==> src/logic/core_settings.svh <==
// Core sizing
`ifndef CORE_SETTINGS_SVH
`define CORE_SETTINGS_SVH

// Fetched instructions waiting for issue
`define INST_QUEUE_DEPTH 8

// In-flight instructions
// Must be a power of two
`define ROB_DEPTH 8

// Entries per ALU reservation station
`define RS_DEPTH 2

`endif

==> src/logic/isa_pkg.sv <==
// RV32I instruction set types
`default_nettype none

package isa_pkg;

    typedef logic [31:0] word_t;
    typedef logic [31:0] addr_t;
    typedef logic [4:0]  reg_id_t;

    // Major opcodes handled by the core
    localparam logic [6:0] OPC_OP     = 7'b0110011;
    localparam logic [6:0] OPC_OP_IMM = 7'b0010011;
    localparam logic [6:0] OPC_LUI    = 7'b0110111;

    typedef enum logic [3:0] {
        ALU_ADD,
        ALU_SUB,
        ALU_AND,
        ALU_OR,
        ALU_XOR,
        ALU_SLL,
        ALU_SRL,
        ALU_SRA,
        ALU_SLT,
        ALU_SLTU,
        ALU_LUI
    } alu_op_e;

endpackage

`default_nettype wire

==> src/logic/ooo_pkg.sv <==
// Out-of-order machinery types
`default_nettype none

`include "core_settings.svh"

package ooo_pkg;

    typedef logic [$clog2(`ROB_DEPTH)-1:0] rob_id_t;

    typedef struct packed {
        isa_pkg::word_t inst;
        isa_pkg::addr_t addr;
    } inst_entry_t;

    // Tag is only meaningful while busy
    typedef struct packed {
        logic           busy;
        rob_id_t        tag;
        isa_pkg::word_t value;
    } operand_t;

    typedef struct packed {
        isa_pkg::alu_op_e op;
        rob_id_t          dest;
        operand_t         src1;
        operand_t         src2;
        logic             use_imm;
        isa_pkg::word_t   imm;
    } rs_entry_t;

    typedef struct packed {
        logic             valid;
        isa_pkg::reg_id_t rd;
        isa_pkg::addr_t   addr;
        rob_id_t          tag;
    } rob_alloc_t;

    typedef struct packed {
        logic           valid;
        rob_id_t        tag;
        isa_pkg::word_t value;
    } cdb_t;

    typedef struct packed {
        logic             valid;
        isa_pkg::reg_id_t rd;
        isa_pkg::word_t   value;
        isa_pkg::addr_t   addr;
    } commit_t;

    typedef enum logic [1:0] {
        ROB_FREE,
        ROB_WAITING,
        ROB_DONE
    } rob_state_e;

endpackage

`default_nettype wire

==> src/logic/reorder_buffer.sv <==
// Reorder buffer
`timescale 1ns/1ps
`default_nettype none

`include "core_settings.svh"

module reorder_buffer (
    input  logic                clk_in,
    input  logic                rst_n,
    input  logic                rdy_in,
    input  ooo_pkg::rob_alloc_t rob_alloc,
    output logic                full,
    output ooo_pkg::rob_id_t    tail,
    input  ooo_pkg::cdb_t       cdb,
    input  ooo_pkg::rob_id_t    query1,
    input  ooo_pkg::rob_id_t    query2,
    output ooo_pkg::operand_t   answer1,
    output ooo_pkg::operand_t   answer2,
    output ooo_pkg::commit_t    commit,
    output ooo_pkg::commit_t    retire,
    output ooo_pkg::rob_id_t    retire_tag
);
    import isa_pkg::*;
    import ooo_pkg::*;

    localparam int DEPTH = `ROB_DEPTH;
    localparam int CNT_W = $clog2(DEPTH) + 1;

    rob_state_e       state  [DEPTH];
    reg_id_t          rd     [DEPTH];
    addr_t            addr   [DEPTH];
    word_t            value  [DEPTH];
    rob_id_t          head;
    logic [CNT_W-1:0] count;
    logic             retire_go;
    logic             alloc_go;

    // Done entries answer directly, results on the bus are forwarded
    function automatic operand_t lookup(input rob_id_t q);
        operand_t ans;
        ans = '{busy: 1'b1, tag: q, value: value[q]};
        if (state[q] == ROB_DONE) begin
            ans.busy = 1'b0;
        end else if (cdb.valid && cdb.tag == q) begin
            ans.busy  = 1'b0;
            ans.value = cdb.value;
        end
        return ans;
    endfunction

    assign answer1 = lookup(query1);
    assign answer2 = lookup(query2);

    assign full      = (count == CNT_W'(DEPTH));
    assign alloc_go  = rdy_in && rob_alloc.valid && !full;
    assign retire_go = rdy_in && (state[head] == ROB_DONE);

    assign retire     = '{valid: retire_go, rd: rd[head], value: value[head], addr: addr[head]};
    assign retire_tag = head;

    always_ff @(posedge clk_in) begin
        if (alloc_go) begin
            rd[tail]   <= rob_alloc.rd;
            addr[tail] <= rob_alloc.addr;
        end
        if (rdy_in && cdb.valid) begin
            value[cdb.tag] <= cdb.value;
        end
        if (retire_go) begin
            commit <= retire;
        end
        if (!rst_n) begin
            commit.valid <= 1'b0;
        end else begin
            commit.valid <= retire_go;   // one cycle only, even across a pause
        end
    end

    always_ff @(posedge clk_in) begin
        if (!rst_n) begin
            for (int i = 0; i < DEPTH; i++) begin
                state[i] <= ROB_FREE;
            end
            head  <= '0;
            tail  <= '0;
            count <= '0;
        end else if (rdy_in) begin
            if (cdb.valid) begin
                state[cdb.tag] <= ROB_DONE;
            end
            if (alloc_go) begin
                state[tail] <= ROB_WAITING;
                tail        <= tail + 1'b1;
            end
            if (retire_go) begin
                state[head] <= ROB_FREE;
                head        <= head + 1'b1;
            end
            count <= count + CNT_W'(alloc_go) - CNT_W'(retire_go);
        end
    end

endmodule

`default_nettype wire

==> config.mk <==
export PLATFORM = sky130hd
export DESIGN_NAME = reorder_buffer
export DESIGN_NICKNAME = d
export VERILOG_FILES = /design/src/logic/isa_pkg.sv /design/src/logic/ooo_pkg.sv /design/src/logic/reorder_buffer.sv
export VERILOG_INCLUDE_DIRS = /design/src /design/src/logic
export SDC_FILE = /design/constraint.sdc
export NUM_CORES = 1
export LEC_CHECK = 0
export ABC_CLOCK_PERIOD_IN_PS = 8100
export BUFFER_PORTS_ARGS = -buffer_cell sky130_fd_sc_hd__buf_2
export CAP_MARGIN = 20
export CELL_PAD_IN_SITES_DETAIL_PLACEMENT = 0
export CELL_PAD_IN_SITES_GLOBAL_PLACEMENT = 1
export CORE_MARGIN = 8
export CORE_UTILIZATION = 50
export CTS_BUF_LIST = sky130_fd_sc_hd__clkbuf_8
export CTS_CLUSTER_DIAMETER = 80
export DETAILED_ROUTE_END_ITERATION = 16
export PLACE_DENSITY_LB_ADDON = 0.1
export SLEW_MARGIN = 10
export SYNTH_ARGS = -nofsm -noshare
export SYNTH_HDL_FRONTEND = slang
export SYNTH_SLANG_ARGS = --single-unit
==> constraint.sdc <==
create_clock -name clk_in -period 8.1 [get_ports clk_in]
set_clock_uncertainty 0.1 [all_clocks]
set_input_delay 0.81 -clock clk_in [delete_from_list [all_inputs] [get_ports clk_in]]
set_output_delay 0.81 -clock clk_in [all_outputs]
set_load 0.03 [all_outputs]
==> run_results.csv, run 1 <==
group,metric,value,unit
sta,timing.fmax,0.195,GHz
worst_setup_path,cp.required,7.19,ns
worst_setup_path,worst-path-buf-inv,4,
sta,maxSlewHeadroom,27.5,%
sta,period_minus_slack,5.14,ns
worst_setup_path,crit_family,"buffers and inverters",
layout,final_common_cell,"edfxtp_1",
clock_network,post-cts-setup-buffer-count,0,
synthesis,synth_warnings,0,
floorplanning,die_h,262,um
synthesis,synth_edf_count,621,
synthesis,synth_largest_area_cell,"edfxtp_1",
floorplanning,die_area,68400,sq um
worst_setup_path,worstPathArrival,4.23,ns
global_route,grt_first_pass_wirelength,105000,um
synthesis,synthFlopType,"edfxtp_1",
worst_setup_path,end_kind,"output pin",
power_and_ir_drop,p_leak,0.0117,uW
clock_network,post_cts_resized,0,
floorplanning,start_util,50.2,%
global_route,grt_max_degree,92,
sta,worst-slew-pin-transition,1.09,ns
power_and_ir_drop,p_per_area,206,nW/um^2
synthesis,ys_seq_elements,651,
global_route,grt_remaining_overflow,0,
synthesis,ys_types,50,
route,route.detailed.drc,0,
synthesis,synth.net_count,1478,
route,wirelength,70700,um
floorplanning,num_io_pins,305,
sta,drv_slew,0,
sta,fin_crit_sh,63.4,%
clock_network,cts_made_buffers,107,
route,drt-initial-drc-count,823,
clock_network,clockBufferDepth,3,
clock_network,path_clk_slew,0.06,ns
sta,final.setup.tns,0,ns
clock_network,clk_latency,0.70,ns
worst_setup_path,cpMaxStageDelayCell,"a32oi_4",
synthesis,synthTopCellsByArea,"edfxtp_1, mux4_2, mux4_1",
route,postRouteAntennaNets,0,
clock_network,htreeDepth,3,
clock_network,cts_tree,"built",
sta,setup_viol,0,
power_and_ir_drop,peakVddDrop,152,uV
synthesis,syn_avg_cell_area,21.8,sq um
global_route,grt_pass1_vias,16793,
clock_network,root_buffer,"clkbuf_8",
clock_network,cts_hold_buf,0,
placement,gp_congestion,0.744,
route,wl_per_cell,27.3,um
synthesis,synth_cells,1384,
placement,post-dp-hpwl,39900,um
layout,layout_common_cells,"edfxtp_1, buf_2, mux4_2",
layout,drive_gt1_share,47.9,%
layout,post-route-util,56.9,%
global_route,grt_usage,20.6,%
synthesis,yosysSeqAreaShare,63.8,%
route,vias,15474,
synthesis,synth_top_area_share,61.8,%
global_route,antenna_found_initial,10,
worst_setup_path,path_class,"input pin to output pin",
floorplanning,fp.coreArea,60000,sq um
synthesis,async_reset_ff_share,0,%
placement,numPortBuffers,301,
worst_setup_path,critPathMaxStageDelay,0.91,ns
floorplanning,num_rows,90,
worst_setup_path,worst_setup_path_start_kind,"input pin",
outcome,status,"completed",
worst_hold_path,min_path_type,"input pin to flip-flop",
clock_network,clock-sinks,651,
worst_setup_path,crit_chain,"buf_2 -> buf_4 -> mux4_2 -> a32oi_4 -> buf_4 -> mux2_2 -> buf_2",
layout,area_growth,13.3,%
route,viasPerCell,5.98,
worst_setup_path,cp_max_fo,66,
layout,final_nets,1815,
route,firstDrtPassIters,5,
sta,hold_viol_final,0,
flow_run,cap_violations,0,
synthesis,synthesis.area,30200,sq um
floorplanning,dieWidth,262,um
sta,rsz0062_at_grt,"false",
-- metal layers --
metal  share of wire (%)  wire, um  global-route usage (%)  up-vias
li1                    -         -                       -     6703
met1                  41     28900                    25.8     8166
met2                  51     35800                    35.6      477
met3                 6.0      4260                    4.40      120
met4                 2.3      1640                    7.00        8
met5               0.074        52                       0        -
-- registers in the layout, indices dropped and copies added (netlist names), named ones only --
| register | cells |
|---|---|
| state | 16 |
| value | 256 |
| rd | 40 |
| commit | 70 |
| count | 4 |
| addr | 256 |
| tail | 3 |
| retire_tag | 3 |
-- cell usage after synthesis (2+ instances only) --
cell type  number
ha_1            7
mux4_4          2
buf_6          19
o21ai_0         9
nand3_1         5
dfxtp_1        30
buf_2          16
and3b_1         2
clkbuf_1       22
buf_1          15
nor2_1         12
edfxtp_1      621
mux2_2        137
buf_8           2
nand2_1        14
o31a_1          4
mux4_1         99
nand3b_1        2
and2_1          2
buf_4           7
nor4_1          7
clkbuf_8       18
inv_1           5
buf_12          5
o221ai_1        4
a21oi_1        14
o21bai_1        4
a211oi_1        5
mux2_4         60
o21a_1          4
mux4_2        171
clkinv_1        2
xnor2_1         2
xor2_1          8
mux2i_1         8
nor3_1          5
nand2b_1       16
nor3b_1         3
nor4b_1         5
-- worst reg2reg max path, cell delays in order (launching register included) --
cell and delay, ns:
dfxtp_4 0.89, mux4_2 0.66, o22ai_4 0.21, buf_12 0.47, ha_1 0.27, inv_1 0.04, ha_1 0.21, fa_1 0.42
xnor2_1 0.14, a211oi_1 0.22
-- final timing paths --
| path | from | endpoint | slack, ns | depth (start not counted) |
|---|---|---|---|---|
| worst min register to register | count[2] | count[2] | 0.39 | 2 |
| worst max register to register | flip-flop | count[2] | 4.38 | 9 |
| worst min-delay path | rob_alloc[21] | addr[5][18] | 0.27 | 1 |
| worst max-delay path | query1[2] | answer1[0] | 2.96 | 7 |
-- cell type report --
| class | instances | area [sq um] |
|---|---|---|
| diodes | 7 | 17.5 |
| clock buffers | 113 | 1560 |
| clock inverters | 75 | 417 |
| fillers | 4561 | 25900 |
| inverters | 7 | 26.3 |
| multi-input cells | 622 | 10100 |
| flip-flops and latches | 651 | 19300 |
| well taps | 782 | 978 |
| repair buffers | 332 | 1770 |
-- cell families (layout without fill, tap and decap cells) --
family | count (synthesis) | count (layout) | synth area share [%]
simple gates | 77 | 77 | 1.43
flops | 651 | 651 | 63.8
xor+xnor | 10 | 10 | 0.291
fa+ha+maj | 8 | 8 | 0.357
mux | 477 | 477 | 29.9
compound gates | 50 | 50 | 1.20
buf+inv | 111 | 527 | 2.95
other cells | 0 | 7 | 0
-- power by group --
group	internal, uW	leakage (uW)	switching, uW	total, uW
sequential	3740	0.00585	24.8	3770
combinational	254	0.00474	364	618
clock	1360	0.00110	1280	2640
-- stage by stage --
stage | hold WS, ns | total power, uW | instance area [sq um] | instances | setup WS (ns)
after floorplan | 0.361 | 4270 | 30200 | 1384 | 2.08
after global placement | 0.378 | 4450 | 32200 | 2394 | 2.91
after detailed placement | 0.383 | 4460 | 32200 | 2394 | 2.91
after CTS | 0.197 | 7120 | 34100 | 2582 | 2.91
after global routing | 0.237 | 7290 | 34100 | 2584 | 2.85
final | 0.265 | 7020 | 34200 | 2589 | 2.96
Power figures use the tool's default switching activity.
==> inputs of run 2 (changes only) <==
--- a/config.mk
+++ b/config.mk
@@ -6,13 +6,14 @@
 export SDC_FILE = /design/constraint.sdc
 export NUM_CORES = 1
 export LEC_CHECK = 0
-export ABC_CLOCK_PERIOD_IN_PS = 8100
+export ABC_AREA = 1
+export ABC_CLOCK_PERIOD_IN_PS = 4700
 export BUFFER_PORTS_ARGS = -buffer_cell sky130_fd_sc_hd__buf_2
 export CAP_MARGIN = 20
 export CELL_PAD_IN_SITES_DETAIL_PLACEMENT = 0
 export CELL_PAD_IN_SITES_GLOBAL_PLACEMENT = 1
 export CORE_MARGIN = 8
-export CORE_UTILIZATION = 50
+export CORE_UTILIZATION = 44
 export CTS_BUF_LIST = sky130_fd_sc_hd__clkbuf_8
 export CTS_CLUSTER_DIAMETER = 80
 export DETAILED_ROUTE_END_ITERATION = 16
==> constraint.sdc (replaced) <==
create_clock -name clk_in -period 4.7 [get_ports clk_in]
set_clock_uncertainty 0.1 [all_clocks]
set_input_delay 0.47 -clock clk_in [delete_from_list [all_inputs] [get_ports clk_in]]
set_output_delay 0.47 -clock clk_in [all_outputs]
set_load 0.03 [all_outputs]
==> run 2 against run 1 <==
Compared with the run above:
- first-iteration DRC count increased by 130%
- clock power increased by 82%
- core utilization decreased by 5.4 points
- power increased by 81%
- routed wire length increased by 33%
- largest cell class unchanged
==> run_results.csv, run 2 <==
group,metric,value,unit
global_route,grt_remaining_overflow,0,
synthesis,yosysSeqAreaShare,62.9,%
clock_network,root_buffer,"clkbuf_8",
global_route,grt_max_degree,192,
route,postRouteAntennaNets,0,
synthesis,synth_warnings,0,
layout,final_nets,3377,
clock_network,cts_made_buffers,111,
placement,postPlaceCellArea,32600,sq um
sta,drv_slew,0,
route,wirelength,93700,um
sta,final.setup.tns,0,ns
placement,gp_congestion,0.806,
worst_setup_path,cp_max_fo,52,
synthesis,synth.net_count,3077,
route,route.detailed.drc,0,
sta,worst-slew-pin-transition,1.01,ns
placement,post-dp-hpwl,53100,um
global_route,grt_pass1_vias,23978,
sta,setup_viol,0,
layout,layout_common_cells,"edfxtp_1, o21ai_0, nor2_1",
floorplanning,start_util,44.5,%
route,vias,24132,
layout,fillers,6224,
worst_setup_path,reg2regPathDepth,13,
layout,top_regs,"addr x256, value x256, commit x70",
layout,final_common_cell,"edfxtp_1",
worst_hold_path,min_path_cells,4,
floorplanning,die_area,78200,sq um
route,viasPerCell,5.60,
clock_network,htreeDepth,3,
outcome,status,"completed",
route,firstDrtPassIters,8,
synthesis,synth_largest_area_cell,"edfxtp_1",
layout,stdcell_area,35400,sq um
synthesis,ys_seq_elements,651,
power_and_ir_drop,p_leak,0.0131,uW
worst_setup_path,end_kind,"output pin",
sta,maxSlewHeadroom,32.5,%
worst_hold_path,min_path_type,"input pin to flip-flop",
worst_setup_path,worstPathArrival,3.34,ns
synthesis,synth_top_area_share,61.0,%
worst_setup_path,cp.required,4.13,ns
clock_network,clk_latency,0.71,ns
clock_network,path_clk_slew,0.06,ns
synthesis,synth_top_cells_by_count,"edfxtp_1, nor2_1, o21ai_0, nand2_1, a21oi_1",
layout,drive_gt1_share,17.0,%
global_route,grt_usage,23.2,%
power_and_ir_drop,peakVddDrop,234,uV
synthesis,syn_avg_cell_area,10.3,sq um
placement,numPortBuffers,301,
synthesis,synth_edf_count,621,
worst_setup_path,worst_setup_path_start_kind,"flip-flop",
floorplanning,dieWidth,280,um
synthesis,ys_types,36,
floorplanning,die_h,280,um
sta,hold_viol_final,0,
layout,area_growth,15.7,%
clock_network,cts_tree,"built",
power_and_ir_drop,p_per_area,360,nW/um^2
floorplanning,num_rows,96,
clock_network,clockBufferDepth,3,
clock_network,post-cts-setup-buffer-count,0,
synthesis,synthTopCellsByArea,"edfxtp_1, o21ai_0, nor2_1",
floorplanning,fp.coreArea,68700,sq um
route,drt-initial-drc-count,1881,
sta,fin_crit_sh,83.1,%
synthesis,async_reset_ff_share,0,%
placement,dp_slack,1.15,ns
clock_network,post_cts_resized,0,
synthesis,synthFlopType,"edfxtp_1",
floorplanning,num_io_pins,305,
flow_run,cap_violations,0,
sta,timing.fmax,0.256,GHz
global_route,antenna_found_initial,7,
sta,period_minus_slack,3.91,ns
synthesis,post-synth-top-count-cell,"edfxtp_1",
global_route,grt_first_pass_wirelength,141000,um
clock_network,clock-sinks,651,
sta,rsz0062_at_grt,"false",
worst_setup_path,path_class,"flip-flop to output pin",
synthesis,synth_cells,2983,
sta,layout_setup_ws,0.794,ns
route,wl_per_cell,21.7,um
synthesis,synthesis.area,30600,sq um
## run 2: routing by layer
metal	GRT usage [%]	share of wire, %	up-vias
li1	-	-	11294
met1	28.6	40	11607
met2	39.8	49	1005
met3	4.48	7.3	226
met4	9.46	3.3	0
met5	0	0	-
## run 2: final cells by class
cell class                      count  area (sq um)  share of cell area (%)
Antenna cell                        8          20.0                  0.0566
Clock buffer                      114          1570                    4.43
Clock inverter                     86           512                    1.45
Inverter                          209           797                    2.25
Multi-Input combinational cell   1893          9430                    26.6
Sequential cell                   651         19300                    54.4
Tap cell                          931          1160                    3.29
Timing Repair Buffer              417          2650                    7.47
## run 2: what timing repair did
item	CTS	global route
setup endpoints to repair	0	0
hold endpoints to repair	553	0
hold buffers	70	0
## run 2: worst max-delay path, stage by stage (launching register included)
cell,delay (ns)
dfxtp_4,0.38
inv_4,0.41
buf_4,0.68
o21ai_0,0.23
o22ai_1,0.19
nor2_1,0.06
a31oi_1,0.37
buf_2,0.29
## run 2: logic make-up (layout without fill, tap and decap cells)
group | Yosys count | after routing | synth area share (%)
other cells | 0 | 8 | 0
buf+inv | 439 | 826 | 6.46
xor+xnor | 4 | 4 | 0.115
fa+ha+maj | 8 | 8 | 0.352
flops | 651 | 651 | 62.9
compound gates | 1107 | 1107 | 20.2
simple gates | 774 | 774 | 9.97
## run 2: metrics by stage
| step | util, % | hold WS, ns | instances | power (uW) |
|---|---|---|---|---|
| after floorplan | - | 0.347 | 2983 | 7520 |
| after global placement | 47.4 | 0.370 | 4030 | 7980 |
| after detailed placement | 47.4 | 0.393 | 4030 | 8000 |
| after CTS | 51.5 | 0.0205 | 4300 | 12900 |
| after global routing | 51.5 | 0.0906 | 4303 | 13200 |
| final | 51.5 | 0.0969 | 4309 | 12700 |
## run 2: path summary, 6_finish.rpt
path         startpoint          end  slack [ns]
min             cdb[32]  state[2][1]         0.1
min reg2reg    count[0]     count[0]        0.40
max           flip-flop   retire[13]        0.79
max reg2reg   flip-flop     count[2]        1.52
## run 2: power by group
part / total (uW) / internal, uW / switching, uW
logic: 1430 / 391 / 1040
registers: 6500 / 6460 / 40.2
clock network: 4800 / 2490 / 2320
